==> src/verilog/arya_isa_pkg.sv <==
package arya_isa_pkg;

    //////////////////////////////////////////////////////////////////////
    // widths
    //////////////////////////////////////////////////////////////////////

    localparam int WORD_W     = 64;
    localparam int INST_W     = 32;
    localparam int REG_ADDR_W = 5;
    localparam int PC_W       = 9;
    localparam int MEM_ADDR_W = 10;
    localparam int IMM_W      = 16;

    // data half of memory lives above this bit
    localparam int DATA_BASE_BIT = 9;

    typedef logic [WORD_W-1:0]     word_t;
    typedef logic [INST_W-1:0]     inst_t;
    typedef logic [REG_ADDR_W-1:0] reg_addr_t;
    typedef logic [PC_W-1:0]       pc_t;
    typedef logic [MEM_ADDR_W-1:0] mem_addr_t;
    typedef logic [IMM_W-1:0]      imm_t;

    //////////////////////////////////////////////////////////////////////
    // encodings
    //////////////////////////////////////////////////////////////////////

    // opcode sits in inst[31:28], codes 11..14 are unused
    typedef enum logic [3:0] {
        OP_NOP  = 4'h0,
        OP_ADD  = 4'h1,
        OP_SUB  = 4'h2,
        OP_AND  = 4'h3,
        OP_OR   = 4'h4,
        OP_XOR  = 4'h5,
        OP_ADDI = 4'h6,
        OP_LD   = 4'h7,
        OP_ST   = 4'h8,
        OP_BEQ  = 4'h9,
        OP_BNE  = 4'ha,
        OP_HALT = 4'hf
    } opcode_e;

    typedef enum logic [2:0] {
        ALU_ADD = 3'd0,
        ALU_SUB = 3'd1,
        ALU_AND = 3'd2,
        ALU_OR  = 3'd3,
        ALU_XOR = 3'd4
    } alu_op_e;

    // all-zero word decodes as nop
    localparam inst_t NOP_INST = '0;

endpackage

==> src/verilog/arya_pipe_pkg.sv <==
package arya_pipe_pkg;

    // decoded control word, carried down the pipe
    typedef struct packed {
        logic                  wr_en;
        logic                  mem_write;
        logic                  mem_to_reg;
        logic                  beq;
        logic                  bne;
        logic                  halt;
        arya_isa_pkg::alu_op_e alu_op;
    } ctrl_t;

    //////////////////////////////////////////////////////////////////////
    // stage records
    //////////////////////////////////////////////////////////////////////

    // decode -> execute
    typedef struct packed {
        ctrl_t                   ctrl;
        arya_isa_pkg::pc_t       pc;
        arya_isa_pkg::word_t     operand_a;
        arya_isa_pkg::word_t     operand_b;
        arya_isa_pkg::word_t     store_data;
        arya_isa_pkg::reg_addr_t wr_addr;
        arya_isa_pkg::pc_t       branch_offset;
    } dec_ex_t;

    // execute -> memory
    typedef struct packed {
        ctrl_t                   ctrl;
        arya_isa_pkg::word_t     accum;
        logic                    zero;
        arya_isa_pkg::pc_t       branch_target;
        arya_isa_pkg::reg_addr_t wr_addr;
    } ex_mem_t;

    // memory -> writeback
    typedef struct packed {
        logic                    wr_en;
        logic                    mem_to_reg;
        logic                    halt;
        arya_isa_pkg::word_t     accum;
        arya_isa_pkg::word_t     load_data;
        arya_isa_pkg::reg_addr_t wr_addr;
    } mem_wb_t;

endpackage

==> src/verilog/inst_decoder.sv <==
`timescale 1ns/1ps

module inst_decoder (
    input  arya_isa_pkg::inst_t     inst,
    input  arya_isa_pkg::pc_t       pc,
    output arya_isa_pkg::reg_addr_t rs1_addr,
    output arya_isa_pkg::reg_addr_t rs2_addr,
    input  arya_isa_pkg::word_t     rs1_data,
    input  arya_isa_pkg::word_t     rs2_data,
    output arya_pipe_pkg::dec_ex_t  dec
);

    arya_isa_pkg::opcode_e   opcode;
    arya_isa_pkg::reg_addr_t rd;
    arya_isa_pkg::imm_t      imm;
    arya_isa_pkg::word_t     imm_ext;
    arya_pipe_pkg::ctrl_t    ctrl;
    logic                    use_imm;

    ////////////////////////////////////////////////////////////////////////
    // field split
    ////////////////////////////////////////////////////////////////////////

    assign opcode  = arya_isa_pkg::opcode_e'(inst[31:28]);
    assign rd      = inst[27:23];
    assign imm     = inst[15:0];
    assign imm_ext = arya_isa_pkg::word_t'($signed(imm));

    assign rs1_addr = inst[22:18];
    // st reads its source through the rd field
    assign rs2_addr = (opcode == arya_isa_pkg::OP_ST) ? rd : inst[17:13];

    ////////////////////////////////////////////////////////////////////////
    // opcode to control
    ////////////////////////////////////////////////////////////////////////

    always_comb begin
        ctrl        = '0;
        ctrl.alu_op = arya_isa_pkg::ALU_ADD;
        use_imm     = 1'b0;
        case (opcode)
            arya_isa_pkg::OP_ADD: begin
                ctrl.wr_en = 1'b1;
            end
            arya_isa_pkg::OP_SUB: begin
                ctrl.wr_en  = 1'b1;
                ctrl.alu_op = arya_isa_pkg::ALU_SUB;
            end
            arya_isa_pkg::OP_AND: begin
                ctrl.wr_en  = 1'b1;
                ctrl.alu_op = arya_isa_pkg::ALU_AND;
            end
            arya_isa_pkg::OP_OR: begin
                ctrl.wr_en  = 1'b1;
                ctrl.alu_op = arya_isa_pkg::ALU_OR;
            end
            arya_isa_pkg::OP_XOR: begin
                ctrl.wr_en  = 1'b1;
                ctrl.alu_op = arya_isa_pkg::ALU_XOR;
            end
            arya_isa_pkg::OP_ADDI: begin
                ctrl.wr_en = 1'b1;
                use_imm    = 1'b1;
            end
            // address = rs1 + imm for both memory ops
            arya_isa_pkg::OP_LD: begin
                ctrl.wr_en      = 1'b1;
                ctrl.mem_to_reg = 1'b1;
                use_imm         = 1'b1;
            end
            arya_isa_pkg::OP_ST: begin
                ctrl.mem_write = 1'b1;
                use_imm        = 1'b1;
            end
            // compare by subtraction, zero flag decides
            arya_isa_pkg::OP_BEQ: begin
                ctrl.beq    = 1'b1;
                ctrl.alu_op = arya_isa_pkg::ALU_SUB;
            end
            arya_isa_pkg::OP_BNE: begin
                ctrl.bne    = 1'b1;
                ctrl.alu_op = arya_isa_pkg::ALU_SUB;
            end
            arya_isa_pkg::OP_HALT: begin
                ctrl.halt = 1'b1;
            end
            // nop and unused codes
            default: begin
                ctrl = '0;
            end
        endcase
    end

    always_comb begin
        dec.ctrl          = ctrl;
        dec.pc            = pc;
        dec.operand_a     = rs1_data;
        dec.operand_b     = use_imm ? imm_ext : rs2_data;
        dec.store_data    = rs2_data;
        dec.wr_addr       = rd;
        dec.branch_offset = inst[8:0];
    end

endmodule

==> config.mk <==
export PLATFORM = sky130hd
export DESIGN_NAME = inst_decoder
export DESIGN_NICKNAME = d
export VERILOG_FILES = /design/src/verilog/arya_isa_pkg.sv /design/src/verilog/arya_pipe_pkg.sv /design/src/verilog/inst_decoder.sv
export SDC_FILE = /design/constraint.sdc
export NUM_CORES = 1
export LEC_CHECK = 0
export ABC_AREA = 1
export BUFFER_PORTS_ARGS = -buffer_cell sky130_fd_sc_hd__buf_2
export CAP_MARGIN = 20
export CORE_AREA = 2 2 157 159
export DETAILED_ROUTE_END_ITERATION = 16
export DIE_AREA = 0 0 159 161
export GPL_TIMING_DRIVEN = 0
export RECOVER_POWER = 25
export SLEW_MARGIN = 15
export SYNTH_ARGS = -nofsm -noshare
export SYNTH_HDL_FRONTEND = slang
export SYNTH_SLANG_ARGS = --single-unit
==> constraint.sdc <==
create_clock -name vclk -period 1.1
set_input_delay 0.165 -clock vclk [all_inputs]
set_output_delay 0.165 -clock vclk [all_outputs]
set_load 0.005 [all_outputs]
### Yosys cells after proc, flatten, opt, wreduce, memory -nomap -nowiden

Cells that the tools add are included.

* register bits after elaboration: 0
* input port bits: 169
* output and inout bits: 234
* word-level logic and storage cells: 24

* equal/unequal tests: 11
* multiplexer cells: 10
* reductions and logical operators: 3

Operators with widths (count)
* 64-bit two-way mux: 1
* 4-bit by 3-bit equality test with 1-bit output, second input constant: 4
* 4-bit equality test, second input constant: 4
* 3-bit case mux with 4 select lines: 1
* 4-bit by 2-bit equality test with 1-bit output, second input constant: 2
* 1-bit two-way mux: 7
* 7-bit OR reduction: 1
* 3-bit OR reduction: 2
* 5-bit two-way mux: 1
* 4-bit by 1-bit equality test with 1-bit output, second input constant: 1

### Longest topological paths before layout

* depth after elaboration: 4
* depth in mapped cells: 8
* gate-level depth less buffers: 6

### Worst setup path after synthesis

Ideal clock, no wire load.

* path kind: input-to-output
* start: input port inst[29]
* end: output port dec[131] (netlist bit)
* arrival time: 0.956 ns
* data required time: 0.935 ns
* slack: -0.021 ns
* stages on the path: 7
* path buffers: 2
* cells stage by stage: nor2_1 nand2_2 nand2_4 nand2_2 buf_6 buf_6 nand2_1

RTL lines
* start, declared: RTL line inst_decoder.sv:4 `input arya_isa_pkg::inst_t inst,`
* end, declared: RTL line inst_decoder.sv:10 `output arya_pipe_pkg::dec_ex_t dec`

==> results.md <==
- Status: complete, but fails checks
- Failing checks: negative setup slack
- Total gr overflow: 0
- Number of global-route vias before repair: 3031
- P&R area growth vs syn: 152%
- Initial antenna violation count: 2
- Leakage: 3.19 nW
- Initial drt markers: 92
- # clk buffers: 0
- Die area: 25600 sq um
- P per Cell Area: 387 nW/um^2
- Synth Net Count: 526
- Die height: 161 um
- Library cells used by synthesis: 17
- Core Util, Final: 0.217
- Final Critical Period: 1.33 ns
- Mapped Avg Cell Area: 5.79 sq um
- Setup ws final: -0.228 ns
- Post-synthesis cell area: 2070 sq um
- CP Launch Type: input port
- Dpl hpwl: 10600 um
- Final hold vios: 0
- Final Max Tran Viols: 0
- Critical-path maximum fanout: 5
- Filler instances: 2683
- Yosys warns: 0
- IO Count: 403
- RSZ-0062 raised after global routing: yes
- Total core area: 24000 sq um
- Placed Cells: 1006
- First-pass GRT wire length: 17600 um
- Largest net degree at the start of global routing: 11
- Slew Limit Headroom: 0.858
- IO Port Bufs: 325
- 1st-pass router iterations: 4
- Initial Util: 0.0863
- WHS: 0.497 ns
- Synth top area share: 0.570
- Die width: 159 um
- Design Power: 2.02 mW
- Crit path DAT: 1.16 ns
- Vias per cell: 3.31
- Routed WL: 12900 um
- GRT Util Overall: 0.0882
- Final setup viols: 71
- Dominant cells by area after synthesis: buf_4, nand2_1, nand3_1
- Cell taking the most area after synthesis: buf_4
- Final antenna-violating net count: 0
- Layout Cells excl Fill: 1027
- RePlAce Congestion: 0.793
- Post-Synthesis Cells: 357
- Fin crit share: 1.21
- Max IR drop VDD: 0.000120 V
- Max cap viols: 0
- Worst Hold Class: in2out
- Seq/Total Area, Yosys: 0
- Crit end category: primary output
- Final instance area: 5200 sq um
- Fmax: 753 MHz
- Seq cells: 0
- Worst path required time: 0.94 ns
- # DRC: 0
- Slew @ Worst Pin: 0.212 ns
- Critical path class: in2out
- FF+latch area: 0 sq um
- Layout cells sized above 1: 0.865
- CTS hold repair buffers: 0
- Placed cell areas: 4100 sq um
- Row count: 57
- DR vias: 3398
- DR WL/cell: 12.6 um
- Nets: 873
[logic make-up (layout without fill, tap and decap cells)]
logic type	after synthesis	in the layout	share of synthesized area
simple gates	173	173	0.365
compound gates	2	2	0.00605
buf+inv	182	527	0.629
other cells	0	1	0
[final cells by class]
class / instances / area [sq um] / area share
multi-input combinational: 175 / 1180 / 0.227
antenna: 1 / 2.50 / 0.000481
inverter: 6 / 42.5 / 0.00818
tap: 324 / 405 / 0.0779
buffer: 176 / 1480 / 0.285
timing repair buffer: 345 / 2090 / 0.401
[cell usage after synthesis]
cell type,n
nand2_4,1
inv_2,1
buf_4,157
nand2_2,2
buf_1,3
a21oi_1,1
nand2_1,95
buf_2,10
nor4_1,1
nor3_1,1
inv_1,5
nand3_1,69
clkbuf_1,4
buf_6,2
nor2_2,1
nor2_1,3
o31ai_1,1
[path summary, 6_finish.rpt]
check                start     endpoint  slack, ns  cells after the start
hold / removal    inst[19]  rs1_addr[1]       0.50                      2
setup / recovery  inst[29]      dec[97]      -0.23                      9
[metal layers]
metal	wire length (um)	part of all wire	vias up	track usage
met4	221	0.017	2	0.0107
li1	-	-	1665	-
met2	7170	0.55	224	0.183
met3	1060	0.081	12	0.0121
met5	13	0.0010	-	0
met1	4480	0.35	1495	0.0960
[where the power goes]
group	internal, mW	total, mW	leakage [nW]	switching, mW
sequential	0	0	0	0
clock	0.000000122	0.000000122	0.00000634	0
combinational	1.20	2.02	3.19	0.818
[metrics by stage]
| stage | TNS (ns) | worst slack, ns |
|---|---|---|
| after floorplan | 0 | 0.0345 |
| final | -11.90 | -0.228 |
| after detailed placement | -50.84 | -0.823 |
| after CTS | -12.90 | -0.224 |
| after global routing | -15.08 | -0.275 |
| after global placement | -50.47 | -0.818 |
[cell usage in the layout (no fill, tap or decap)]
| cell type | n |
|---|---|
| o31ai_1 | 1 |
| nand3_4 | 3 |
| nor3_1 | 1 |
| inv_1 | 4 |
| nand3_2 | 29 |
| buf_4 | 126 |
| clkbuf_8 | 1 |
| nor4_1 | 1 |
| nand2_4 | 15 |
| nand2_2 | 32 |
| nand3_1 | 37 |
| clkbuf_4 | 41 |
| buf_16 | 3 |
| clkbuf_16 | 2 |
| buf_6 | 23 |
| nor2_4 | 3 |
| nor2_1 | 1 |
| nand2_1 | 49 |
| buf_2 | 304 |
| buf_8 | 6 |
| nand2_8 | 2 |
| diode_2 | 1 |
| clkinv_8 | 1 |
| a21oi_1 | 1 |
| inv_8 | 1 |
| buf_12 | 15 |
[critical path, cell delays in order]
cell	delay, ns
buf_12	0.11
nor2_4	0.13
nand2_4	0.10
buf_12	0.14
buf_12	0.13
clkbuf_16	0.15
nand3_2	0.06
nand2_2	0.04
buf_2	0.12
[repair_timing]
item                                    CTS  global route
cloned                                    4             1
endpoints found under the setup margin   71            71
pin swaps                                10            14
endpoints found under the hold margin     0             0
setup buffers                            13             2
gates resized for setup                 141            70
No activity file was read; power rests on OpenSTA's default activity.
