==> config.mk <==
export PLATFORM = sky130hd
export DESIGN_NAME = fetch_unit
export DESIGN_NICKNAME = d
export VERILOG_FILES = /design/src/verilog/arya_isa_pkg.sv /design/src/verilog/fetch_unit.sv
export SDC_FILE = /design/constraint.sdc
export NUM_CORES = 1
export LEC_CHECK = 0
export BUFFER_PORTS_ARGS = -buffer_cell sky130_fd_sc_hd__buf_2
export CAP_MARGIN = 30
export CELL_PAD_IN_SITES_DETAIL_PLACEMENT = 1
export CELL_PAD_IN_SITES_GLOBAL_PLACEMENT = 1
export CORE_ASPECT_RATIO = 0.9
export CORE_MARGIN = 4
export CORE_UTILIZATION = 25
export DETAILED_ROUTE_END_ITERATION = 16
export PLACE_DENSITY_LB_ADDON = 0.1
export SLEW_MARGIN = 20
export SYNTH_ARGS = -nofsm -noshare
export SYNTH_HDL_FRONTEND = slang
export SYNTH_SLANG_ARGS = --single-unit
==> constraint.sdc <==
create_clock -name clk -period 1.18 [get_ports clk]
set_input_delay 0.118 -clock clk [delete_from_list [all_inputs] [get_ports clk]]
set_output_delay 0.118 -clock clk [all_outputs]
set_load 0.01 [all_outputs]
==> src/verilog/arya_isa_pkg.sv <==
package arya_isa_pkg;

    //////////////////////////////////////////////////////////////////////
    // widths
    //////////////////////////////////////////////////////////////////////

    localparam int WORD_W     = 64;
    localparam int INST_W     = 32;
    localparam int REG_ADDR_W = 5;
    localparam int PC_W       = 9;
    localparam int MEM_ADDR_W = 10;
    localparam int IMM_W      = 16;

    // data half of memory lives above this bit
    localparam int DATA_BASE_BIT = 9;

    typedef logic [WORD_W-1:0]     word_t;
    typedef logic [INST_W-1:0]     inst_t;
    typedef logic [REG_ADDR_W-1:0] reg_addr_t;
    typedef logic [PC_W-1:0]       pc_t;
    typedef logic [MEM_ADDR_W-1:0] mem_addr_t;
    typedef logic [IMM_W-1:0]      imm_t;

    //////////////////////////////////////////////////////////////////////
    // encodings
    //////////////////////////////////////////////////////////////////////

    // opcode sits in inst[31:28], codes 11..14 are unused
    typedef enum logic [3:0] {
        OP_NOP  = 4'h0,
        OP_ADD  = 4'h1,
        OP_SUB  = 4'h2,
        OP_AND  = 4'h3,
        OP_OR   = 4'h4,
        OP_XOR  = 4'h5,
        OP_ADDI = 4'h6,
        OP_LD   = 4'h7,
        OP_ST   = 4'h8,
        OP_BEQ  = 4'h9,
        OP_BNE  = 4'ha,
        OP_HALT = 4'hf
    } opcode_e;

    typedef enum logic [2:0] {
        ALU_ADD = 3'd0,
        ALU_SUB = 3'd1,
        ALU_AND = 3'd2,
        ALU_OR  = 3'd3,
        ALU_XOR = 3'd4
    } alu_op_e;

    // all-zero word decodes as nop
    localparam inst_t NOP_INST = '0;

endpackage

==> src/verilog/fetch_unit.sv <==
`timescale 1ns/1ps

module fetch_unit (
    input  logic                    clk,
    input  logic                    rst,
    input  logic                    run,
    input  logic                    advance,
    input  logic                    branch_taken,
    input  arya_isa_pkg::pc_t       branch_target,
    input  logic                    setup_mem,
    input  arya_isa_pkg::mem_addr_t dbg_addr,
    output arya_isa_pkg::mem_addr_t porta_addr,
    output logic                    porta_we,
    output arya_isa_pkg::pc_t       pc
);

    arya_isa_pkg::pc_t pc_next;

    // redirect wins over sequential fetch
    always_comb begin
        if (branch_taken) begin
            pc_next = branch_target;
        end else begin
            pc_next = pc + 1'b1;
        end
    end

    // pc only moves with the rest of the core
    always_ff @(posedge clk) begin
        if (rst) begin
            pc <= '0;
        end else if (advance) begin
            pc <= pc_next;
        end
    end

    ////////////////////////////////////////////////////////////////////////
    // port A mux
    ////////////////////////////////////////////////////////////////////////

    // debug address only while stopped
    // instruction words sit in the low half, so pc is zero-extended
    assign porta_addr = run ? arya_isa_pkg::mem_addr_t'(pc) : dbg_addr;

    // loader writes are blocked while running
    assign porta_we = setup_mem & ~run;

endmodule

# == Yosys cells after proc, flatten, opt, wreduce, memory -nomap -nowiden ==
# Index checks and enable logic that the tools add are counted.
# classes
n_addsub,1
mux,2
n_bitwise,2
# op_table
op,count
$mux W10,1
$add A9 B1 Y9 const B,1
$mux W9,1
$and A1 B1 Y1,1
$not A1 Y1,1
# word_totals
register_bits,9
inputBits,25
out_inout_bits,20
elab_cells,6

# == Depth between registers and ports, before layout ==
# Gate-level depths: netlist of run 1.
# logic_depth
depth_word,2
ltp_mapped,4
ltp_nobuf,4

# == Least setup slack after synthesis of run 1 ==
# Ideal clock, no wire load.
# synth_timing
path_type,register -> register
from,reg pc[0]
to,reg pc[8]
arrival_time_ps,1323
required_time_ps,1106
path_slack_ps,-217
stages_incl_launch_ff,5
path_buffers,0
period_less_slack_ps,1397
path_cell_list,dfxtp_1 -> ha_1 -> nand4_1 -> or4_1 -> a31oi_1
# synth_between
elab_chain_cells,2
# synth_rtl
element,line,rtl
"start, declared",fetch_unit.sv:14,output arya_isa_pkg::pc_t pc
"start signal, assigned",fetch_unit.sv:33,pc <= pc_next;
$add A9 B1 Y9,fetch_unit.sv:24,pc_next = pc + 1'b1;
$mux W9,fetch_unit.sv:21,if (branch_taken) begin
# No other way between the ends.
# A chain may end at the register's enable or synchronous reset.

# == Worst setup path in the final report of run 1 ==
# layout_timing
from,reg pc[1]
to,reg pc[8]
# Same word-level chain as after synthesis.

==> results of run 1 <==
[cell type report]
cell class / count / share of cell area [%]
Timing Repair Buffer: 72 / 38.8
Tap cell: 28 / 2.65
Inverter: 2 / 0.567
Clock buffer: 4 / 1.98
Multi-Input combinational cell: 67 / 40.6
Sequential cell: 9 / 15.4
[cells in the final DEF, fill, tap and decap left out, drive strengths merged, types with 3 or more instances in the layout]
master,Yosys,layout
a21oi,4,4
o21ai,7,7
buf,3,72
a211oi,3,3
clkbuf,3,4
and3,4,4
a31oi,3,3
dfxtp,9,9
nor2b,5,5
nand2b,3,3
mux2,9,9
nor2,6,6
[path summary, 6_finish.rpt]
path                          from  endpoint  slack [ns]
setup / recovery             pc[1]     pc[8]       -0.09
hold reg to reg              pc[2]     pc[2]        0.52
setup reg to reg             pc[1]     pc[8]       -0.09
hold / removal    branch_target[4]     pc[4]        0.10
[logic make-up (layout without fill, tap and decap cells)]
| logic type | Yosys count | in the layout |
|---|---|---|
| adders and majority gates | 1 | 1 |
| DFF | 9 | 9 |
| and+or+nand+nor | 30 | 30 |
| buffers and inverters | 8 | 78 |
| muxes | 10 | 10 |
| AOI/OAI and AO/OA | 26 | 26 |
[metal layers]
layer / routed length (µm) / share of wire (%) / vias up / global-route usage, %
met4: 48 / 1.6 / 0 / 6.15
met2: 1500 / 50 / 23 / 28.7
li1: - / - / 457 / -
met3: 127 / 4.3 / 6 / 4.26
met1: 1310 / 44 / 442 / 17.1
met5: 0 / 0 / - / 0
[Yosys cell counts]
| cell | n |
|---|---|
| nor2b_1 | 5 |
| and3_1 | 2 |
| nand4_1 | 2 |
| buf_2 | 2 |
| a21oi_1 | 4 |
| inv_1 | 2 |
| nand3_1 | 1 |
| nand2b_1 | 3 |
| o21bai_1 | 1 |
| nand3_2 | 1 |
| clkbuf_1 | 3 |
| mux2i_1 | 1 |
| a211oi_1 | 3 |
| a311oi_1 | 1 |
| and2b_1 | 1 |
| o21ai_0 | 7 |
| o221ai_1 | 1 |
| a31oi_1 | 3 |
| nor3b_1 | 1 |
| nand2_1 | 2 |
| mux2_2 | 9 |
| and3_2 | 2 |
| ha_1 | 1 |
| a22oi_1 | 1 |
| and2_2 | 1 |
| and2_0 | 1 |
| or4_1 | 2 |
| o2bb2ai_1 | 1 |
| a2111o_1 | 1 |
| dfxtp_1 | 9 |
| buf_6 | 1 |
| nor2_1 | 6 |
| a32oi_1 | 2 |
| o31ai_1 | 1 |
[timing repair]
item	CTS	global route
setup endpoints to repair	10	14
hold buffers	0	0
gates resized for setup	19	16
buffers inserted	11	4
pin swaps	0	4
[per-stage QoR]
step	hold WS [ns]	total power [W]
floorplan	0.296	0.000498
global placement	0.408	0.000633
detailed placement	0.413	0.000643
CTS	0.122	0.000976
global route	0.131	0.00107
finish	0.103	0.00100
[power by group]
part	internal [W]	switching, W	leakage (nW)
clock network	0.000131	0.000128	0.0150
logic	0.000231	0.000164	0.554
registers	0.000322	0.0000262	0.0790
[worst min-delay path, cell delays in order]
cell and delay, ns:
buf_2 0.07, a32oi_1 0.04, o21ai_1 0.11
==> summary.txt, run 1 <==
Run status
  • Status: complete, but fails checks
  • Failing checks: setup timing

Layout
  • Largest register FFs: 9
  • # diodes: 0
  • Regs by FF count: pc x9
  • Multi-input gate area: 538 µm²
  • Biggest register: pc
  • Final Instance Area: 1320 µm²
  • Sequential Area: 204 µm²
  • Nets@finish: 181
  • # fillers: 313
  • Layout Cells excl Fill: 182
  • Synth-to-Final Area Change: 89.9%
  • Post-layout util: 51.9%
  • Share of cells above drive strength 1: 65.6%

STA
  • Slew HR: 78.0%
  • Period minus WS final: 1.27 ns
  • Setup ws final: -0.0900 ns
  • Fin. max-slew vios: 0
  • Fin crit share: 108%
  • Fmax: 0.787 GHz
  • RSZ-0062 raised after global routing: yes
  • Worst Skew: 0.00890 ns
  • TNS Setup: -0.491 ns
  • Setup violations, final: 10
  • Worst Tran Pin Value: 0.330 ns
  • Final Hold Viols: 0

Clocking
  • Clk Latency, worst-skew pair: 0.28 ns
  • Root Driver: clkbuf_4
  • CTS tree: done
  • H-tree depth: 1
  • CTS Buf Count: 3
  • Clock Path Buffers: 2
  • Total clock sinks: 9
  • Worst-path clk slew: 0.07 ns

Worst setup path
  • Critical path's top delay family: simple AND/OR/NAND/NOR gates
  • CP max-delay cell: or4_1
  • Critical path depth in cells: 4
  • FF-to-FF path depth: 4
  • CP max FO: 3
  • CP Class: reg -> reg
  • CP endpoint kind: register
  • Crit path largest cell delay: 0.40 ns
  • Worst Path Required: 1.37 ns
  • CP cell instances: ha_4 -> nand4_1 -> or4_1 -> a31oi_1
  • Critical Path Start Type: register
  • CP Buf/Inv Count: 0
  • Crit path arrival time: 1.46 ns

Power
  • Peak VDD IR: 369 µV
  • Pwr dens: 757 nW/µm²
  • Pleak: 0.648 nW

Placed design
  • Gpl congestion: 0.705
  • Inst Count DP: 163
  • Placed Area: 1040 µm²
  • Detailed placement HPWL: 2060 µm
  • I/O Buffers: 44
  • Place WS: -0.0461 ns

Global route
  • First-pass GRT wire length: 4590 µm
  • Largest net degree at the start of global routing: 23
  • Initial antenna violation count: 0
  • Vias in the first global route: 982
  • Remaining Overflow, GRT: 0
  • Total GRT Usage: 15.6%

Detailed routing
  • Antenna Violating Nets Remaining: 0
  • Via count: 928
  • Routed wire length: 2980 µm
  • Drt pass-1 iters: 4
  • Vias per cell: 5.10
  • DRC Markers: 0
  • WL/cell: 16.4 µm
  • 1st-iter DRT viols: 31

Logic synthesis
  • Area contributors post-synth: dfxtp_1 26%, mux2_2 15%, o21ai_0 5.0%, nor2b_1 4.5%, a211oi_1 3.2%
  • Synth Cell Area: 697 µm²
  • Dominant cell type by area after synthesis: dfxtp_1
  • Mux cell area share after synthesis: 16.0%
  • Largest family of logic cells by synthesized area: simple AND/OR/NAND/NOR gates
  • Syn Inst Count: 84
  • Yosys reg bits: 9
  • Sequential area share after synthesis: 25.9%
  • Post-synth top area share: 25.9%
  • Syn Nets: 110
  • Yosys cell types: 34
  • Synth Area in Compound Gates: 25.0%
  • Average size of a mapped cell: 8.30 µm²
  • Yosys warning total: 0
  • Post-Synth Simple-Gate Area: 25.7%
  • Adder-cell area share of the yosys netlist: 1.80%
  • Post-Synth XOR/XNOR Area: 0%

Min path
  • Hold crit path type: in -> reg
  • Hold depth: 3

Die
  • Total die area: 3700 µm²
  • Rows: 17
  • Die H: 58.1 µm
  • Die Wd: 63.7 µm
  • Core footprint: 2550 µm²
  • Top-Level Pins: 45
  • Starting density of the core: 27.3%

Flow run
  • Maxcap violations: 0
No activity file was read; power rests on OpenSTA's default activity.
==> inputs of run 2 (changes only) <==
- CORE_UTILIZATION: 25 -> 28
- clock period: 1.18 -> 1.3 ns (I/O delays scaled with it)
==> run 2 against run 1 <==
  * The run now ends clean
  * Global-route usage rose by 1.1 points
  * Combinational power decreased by 27%
  * Register-to-register slack better by 0.12 ns
==> summary.txt, run 2 (same netlist as run 1, synthesis figures left out) <==
Run status
  • Status: completed

STA
  • Worst Tran Pin Value: 0.252 ns (-0.0782 ns)
  • Final Hold Viols: 0 (unchanged)
  • Fin crit share: 97.9% (-9.8 points)
  • Setup violations, final: 0 (-10)
  • Fin. max-slew vios: 0 (unchanged)
  • Period minus WS final: 1.27 ns (+0.00216 ns)
  • RSZ-0062 raised after global routing: yes
  • Fmax: 0.786 GHz (-0.17%)
  • Setup ws final: 0.0279 ns (+0.118 ns)
  • Worst Skew: 0.00143 ns (-0.00747 ns)
  • Slew HR: 83.2% (+5.2 points)

Global route
  • Total GRT Usage: 16.7% (+1.1 points)
  • Vias in the first global route: 909 (-7.4%)
  • Remaining Overflow, GRT: 0 (unchanged)
  • First-pass GRT wire length: 4430 µm (-3.5%)
  • Largest net degree at the start of global routing: 23 (unchanged)
  • Initial antenna violation count: 0 (unchanged)

Clocking
  • CTS tree: done
  • Total clock sinks: 9 (unchanged)
  • Clock Path Buffers: 2 (unchanged)
  • Root Driver: clkbuf_4
  • H-tree depth: 1 (unchanged)
  • Clk Latency, worst-skew pair: 0.26 ns (-0.02 ns)
  • CTS Hold Bufs: 0 (unchanged)
  • Worst-path clk slew: 0.06 ns (about the same)
  • CTS Buf Count: 3 (unchanged)

Placed design
  • Inst Count DP: 161 (-1.2%)
  • Gpl congestion: 0.744 (+5.6%)
  • Place WS: -0.00374 ns (+0.0424 ns)
  • Detailed placement HPWL: 2020 µm (-1.7%)
  • I/O Buffers: 44 (unchanged)

Power
  • Pleak: 0.537 nW (-17%)
  • Clk network pwr share: 26.9% (+1.0 points)
  • Peak VDD IR: 501 µV (+36%)
  • Comb pwr share: 34.8% (-4.6 points)
  • Net Sw Power: 0.000256 W (-20%)
  • Int Power: 0.000568 W (-17%)
  • Pwr dens: 727 nW/µm² (-4.0%)
  • Seq pwr share: 38.3% (+3.6 points)
  • Switching fraction of total power: 31.0% (-0.78 points)

Detailed routing
  • Via count: 886 (-4.5%)
  • Antenna Violating Nets Remaining: 0 (unchanged)
  • WL/cell: 15.8 µm (-3.7%)
  • DRC Markers: 0 (unchanged)
  • Routed wire length: 2640 µm (-12%)
  • Drt pass-1 iters: 5 (+1)
  • Vias per cell: 5.31 (+4.0%)
  • 1st-iter DRT viols: 29 (-6.5%)

Layout
  • Synth-to-Final Area Change: 62.7%
  • Share of cells above drive strength 1: 58.6% (-7.0 points)
  • Nets@finish: 167 (-7.7%)
  • Layout Cells excl Fill: 167 (-8.2%)
  • Largest register FFs: 9 (unchanged)
  • # diodes: 0 (unchanged)
  • Biggest register: pc
  • Regs by FF count: pc x9
  • Commonest non-fill, non-tap cells in the layout: 39 x buf_2, 11 x buf_4, 8 x buf_6
  • Leading cell type in the layout, fill and taps excluded: buf_2

Worst setup path
  • Worst Path Required: 1.49 ns (+0.12 ns)
  • Critical path depth in cells: 4 (unchanged)
  • CP max FO: 4 (+1)
  • Critical Path Start Type: register
  • CP Class: reg -> reg
  • Crit path arrival time: 1.46 ns (about the same)
  • Critical path's top delay family: simple AND/OR/NAND/NOR gates
  • CP Buf/Inv Count: 0 (unchanged)
  • CP endpoint kind: register
  • Crit path largest cell delay: 0.42 ns (+0.02 ns)
  • CP cell instances: ha_4 -> nand4_1 -> or4_1 -> a31oi_1
  • FF-to-FF path depth: 4 (unchanged)
  • CP max-delay cell: or4_1

Flow run
  • Maxcap violations: 0 (unchanged)

Die
  • Die H: 55.3 µm (-4.8%)
  • Total die area: 3350 µm² (-9.3%)
  • Top-Level Pins: 45 (unchanged)
  • Core footprint: 2280 µm² (-11%)
  • Starting density of the core: 30.5% (+3.2 points)
  • Die Wd: 60.6 µm (-4.8%)
  • Rows: 16 (-1)

Min path
  • Hold crit path type: in -> reg
  • Hold depth: 3 (unchanged)
[run 2: cell count changes in the layout (fill, tap and decap cells not counted), sizes merged]
cell / previous run / this run
buf: 72 / 58
[run 2: metrics by stage]
| stage | cell area, µm² | power (W) | setup TNS [ns] | hold WS, ns | util, % |
|---|---|---|---|---|---|
| 6_report | 1130 | 0.000824 | 0 | 0.170 | 49.7 |
| 5_1_grt | 1130 | 0.000879 | -0.0804 | 0.179 | 49.7 |
| 4_1_cts | 1070 | 0.000811 | 0 | 0.160 | 46.7 |
| 3_5_place_dp | 1020 | 0.000575 | -0.00374 | 0.436 | 44.5 |
| 3_3_place_gp | 1020 | 0.000569 | 0 | 0.435 | 44.5 |
| 2_1_floorplan | 704 | 0.000447 | 0 | 0.316 | - |
[run 2: path summary, 6_finish.rpt]
| kind | startpoint | endpoint | slack, ns |
|---|---|---|---|
| max | pc[0] | pc[8] | 0.03 |
| min | branch_target[6] | pc[6] | 0.17 |
| max reg2reg | pc[0] | pc[8] | 0.03 |
| min reg2reg | pc[2] | pc[2] | 0.64 |
[run 2: worst reg2reg max path: cells and delay by family, from the launching register on]
family / cells / cell delay, ns
AND/OR/NAND/NOR: 2 / 0.51
flip-flops: 1 / 0.37
AO/OA/AOI/OAI: 1 / 0.17
adder cells (fa/ha/maj): 1 / 0.15
[run 2: metal layers]
layer,GRT usage (%),share of wire (%),vias up
li1,-,-,432
met1,21.3,44,427
met2,27.3,51,25
met3,3.50,4.6,2
met4,5.26,1.0,0
met5,0,0,-
[run 2: repair_timing]
item	4_1_cts	5_1_grt
endpoints found under the setup margin	5	8
hold endpoints to repair	0	0
cloned	0	0
pin swaps	0	3
buffers inserted	0	2
resized for setup	6	14
[run 2: power by group through the flow]
stage               combinational, W  sequential, W  clock (W)
floorplan                   0.000118       0.000329          0
global placement            0.000250       0.000319          0
detailed placement          0.000255       0.000320          0
CTS                         0.000264       0.000318   0.000229
global route                0.000316       0.000319   0.000243
finish                      0.000287       0.000315   0.000222
[run 2: layout make-up]
type	count	area, µm²
inverter	2	7.51
clock buffer	4	26.3
tap	27	33.8
fill	297	1150
timing repair buffer	58	368
multi-input combinational	67	497
sequential	9	201
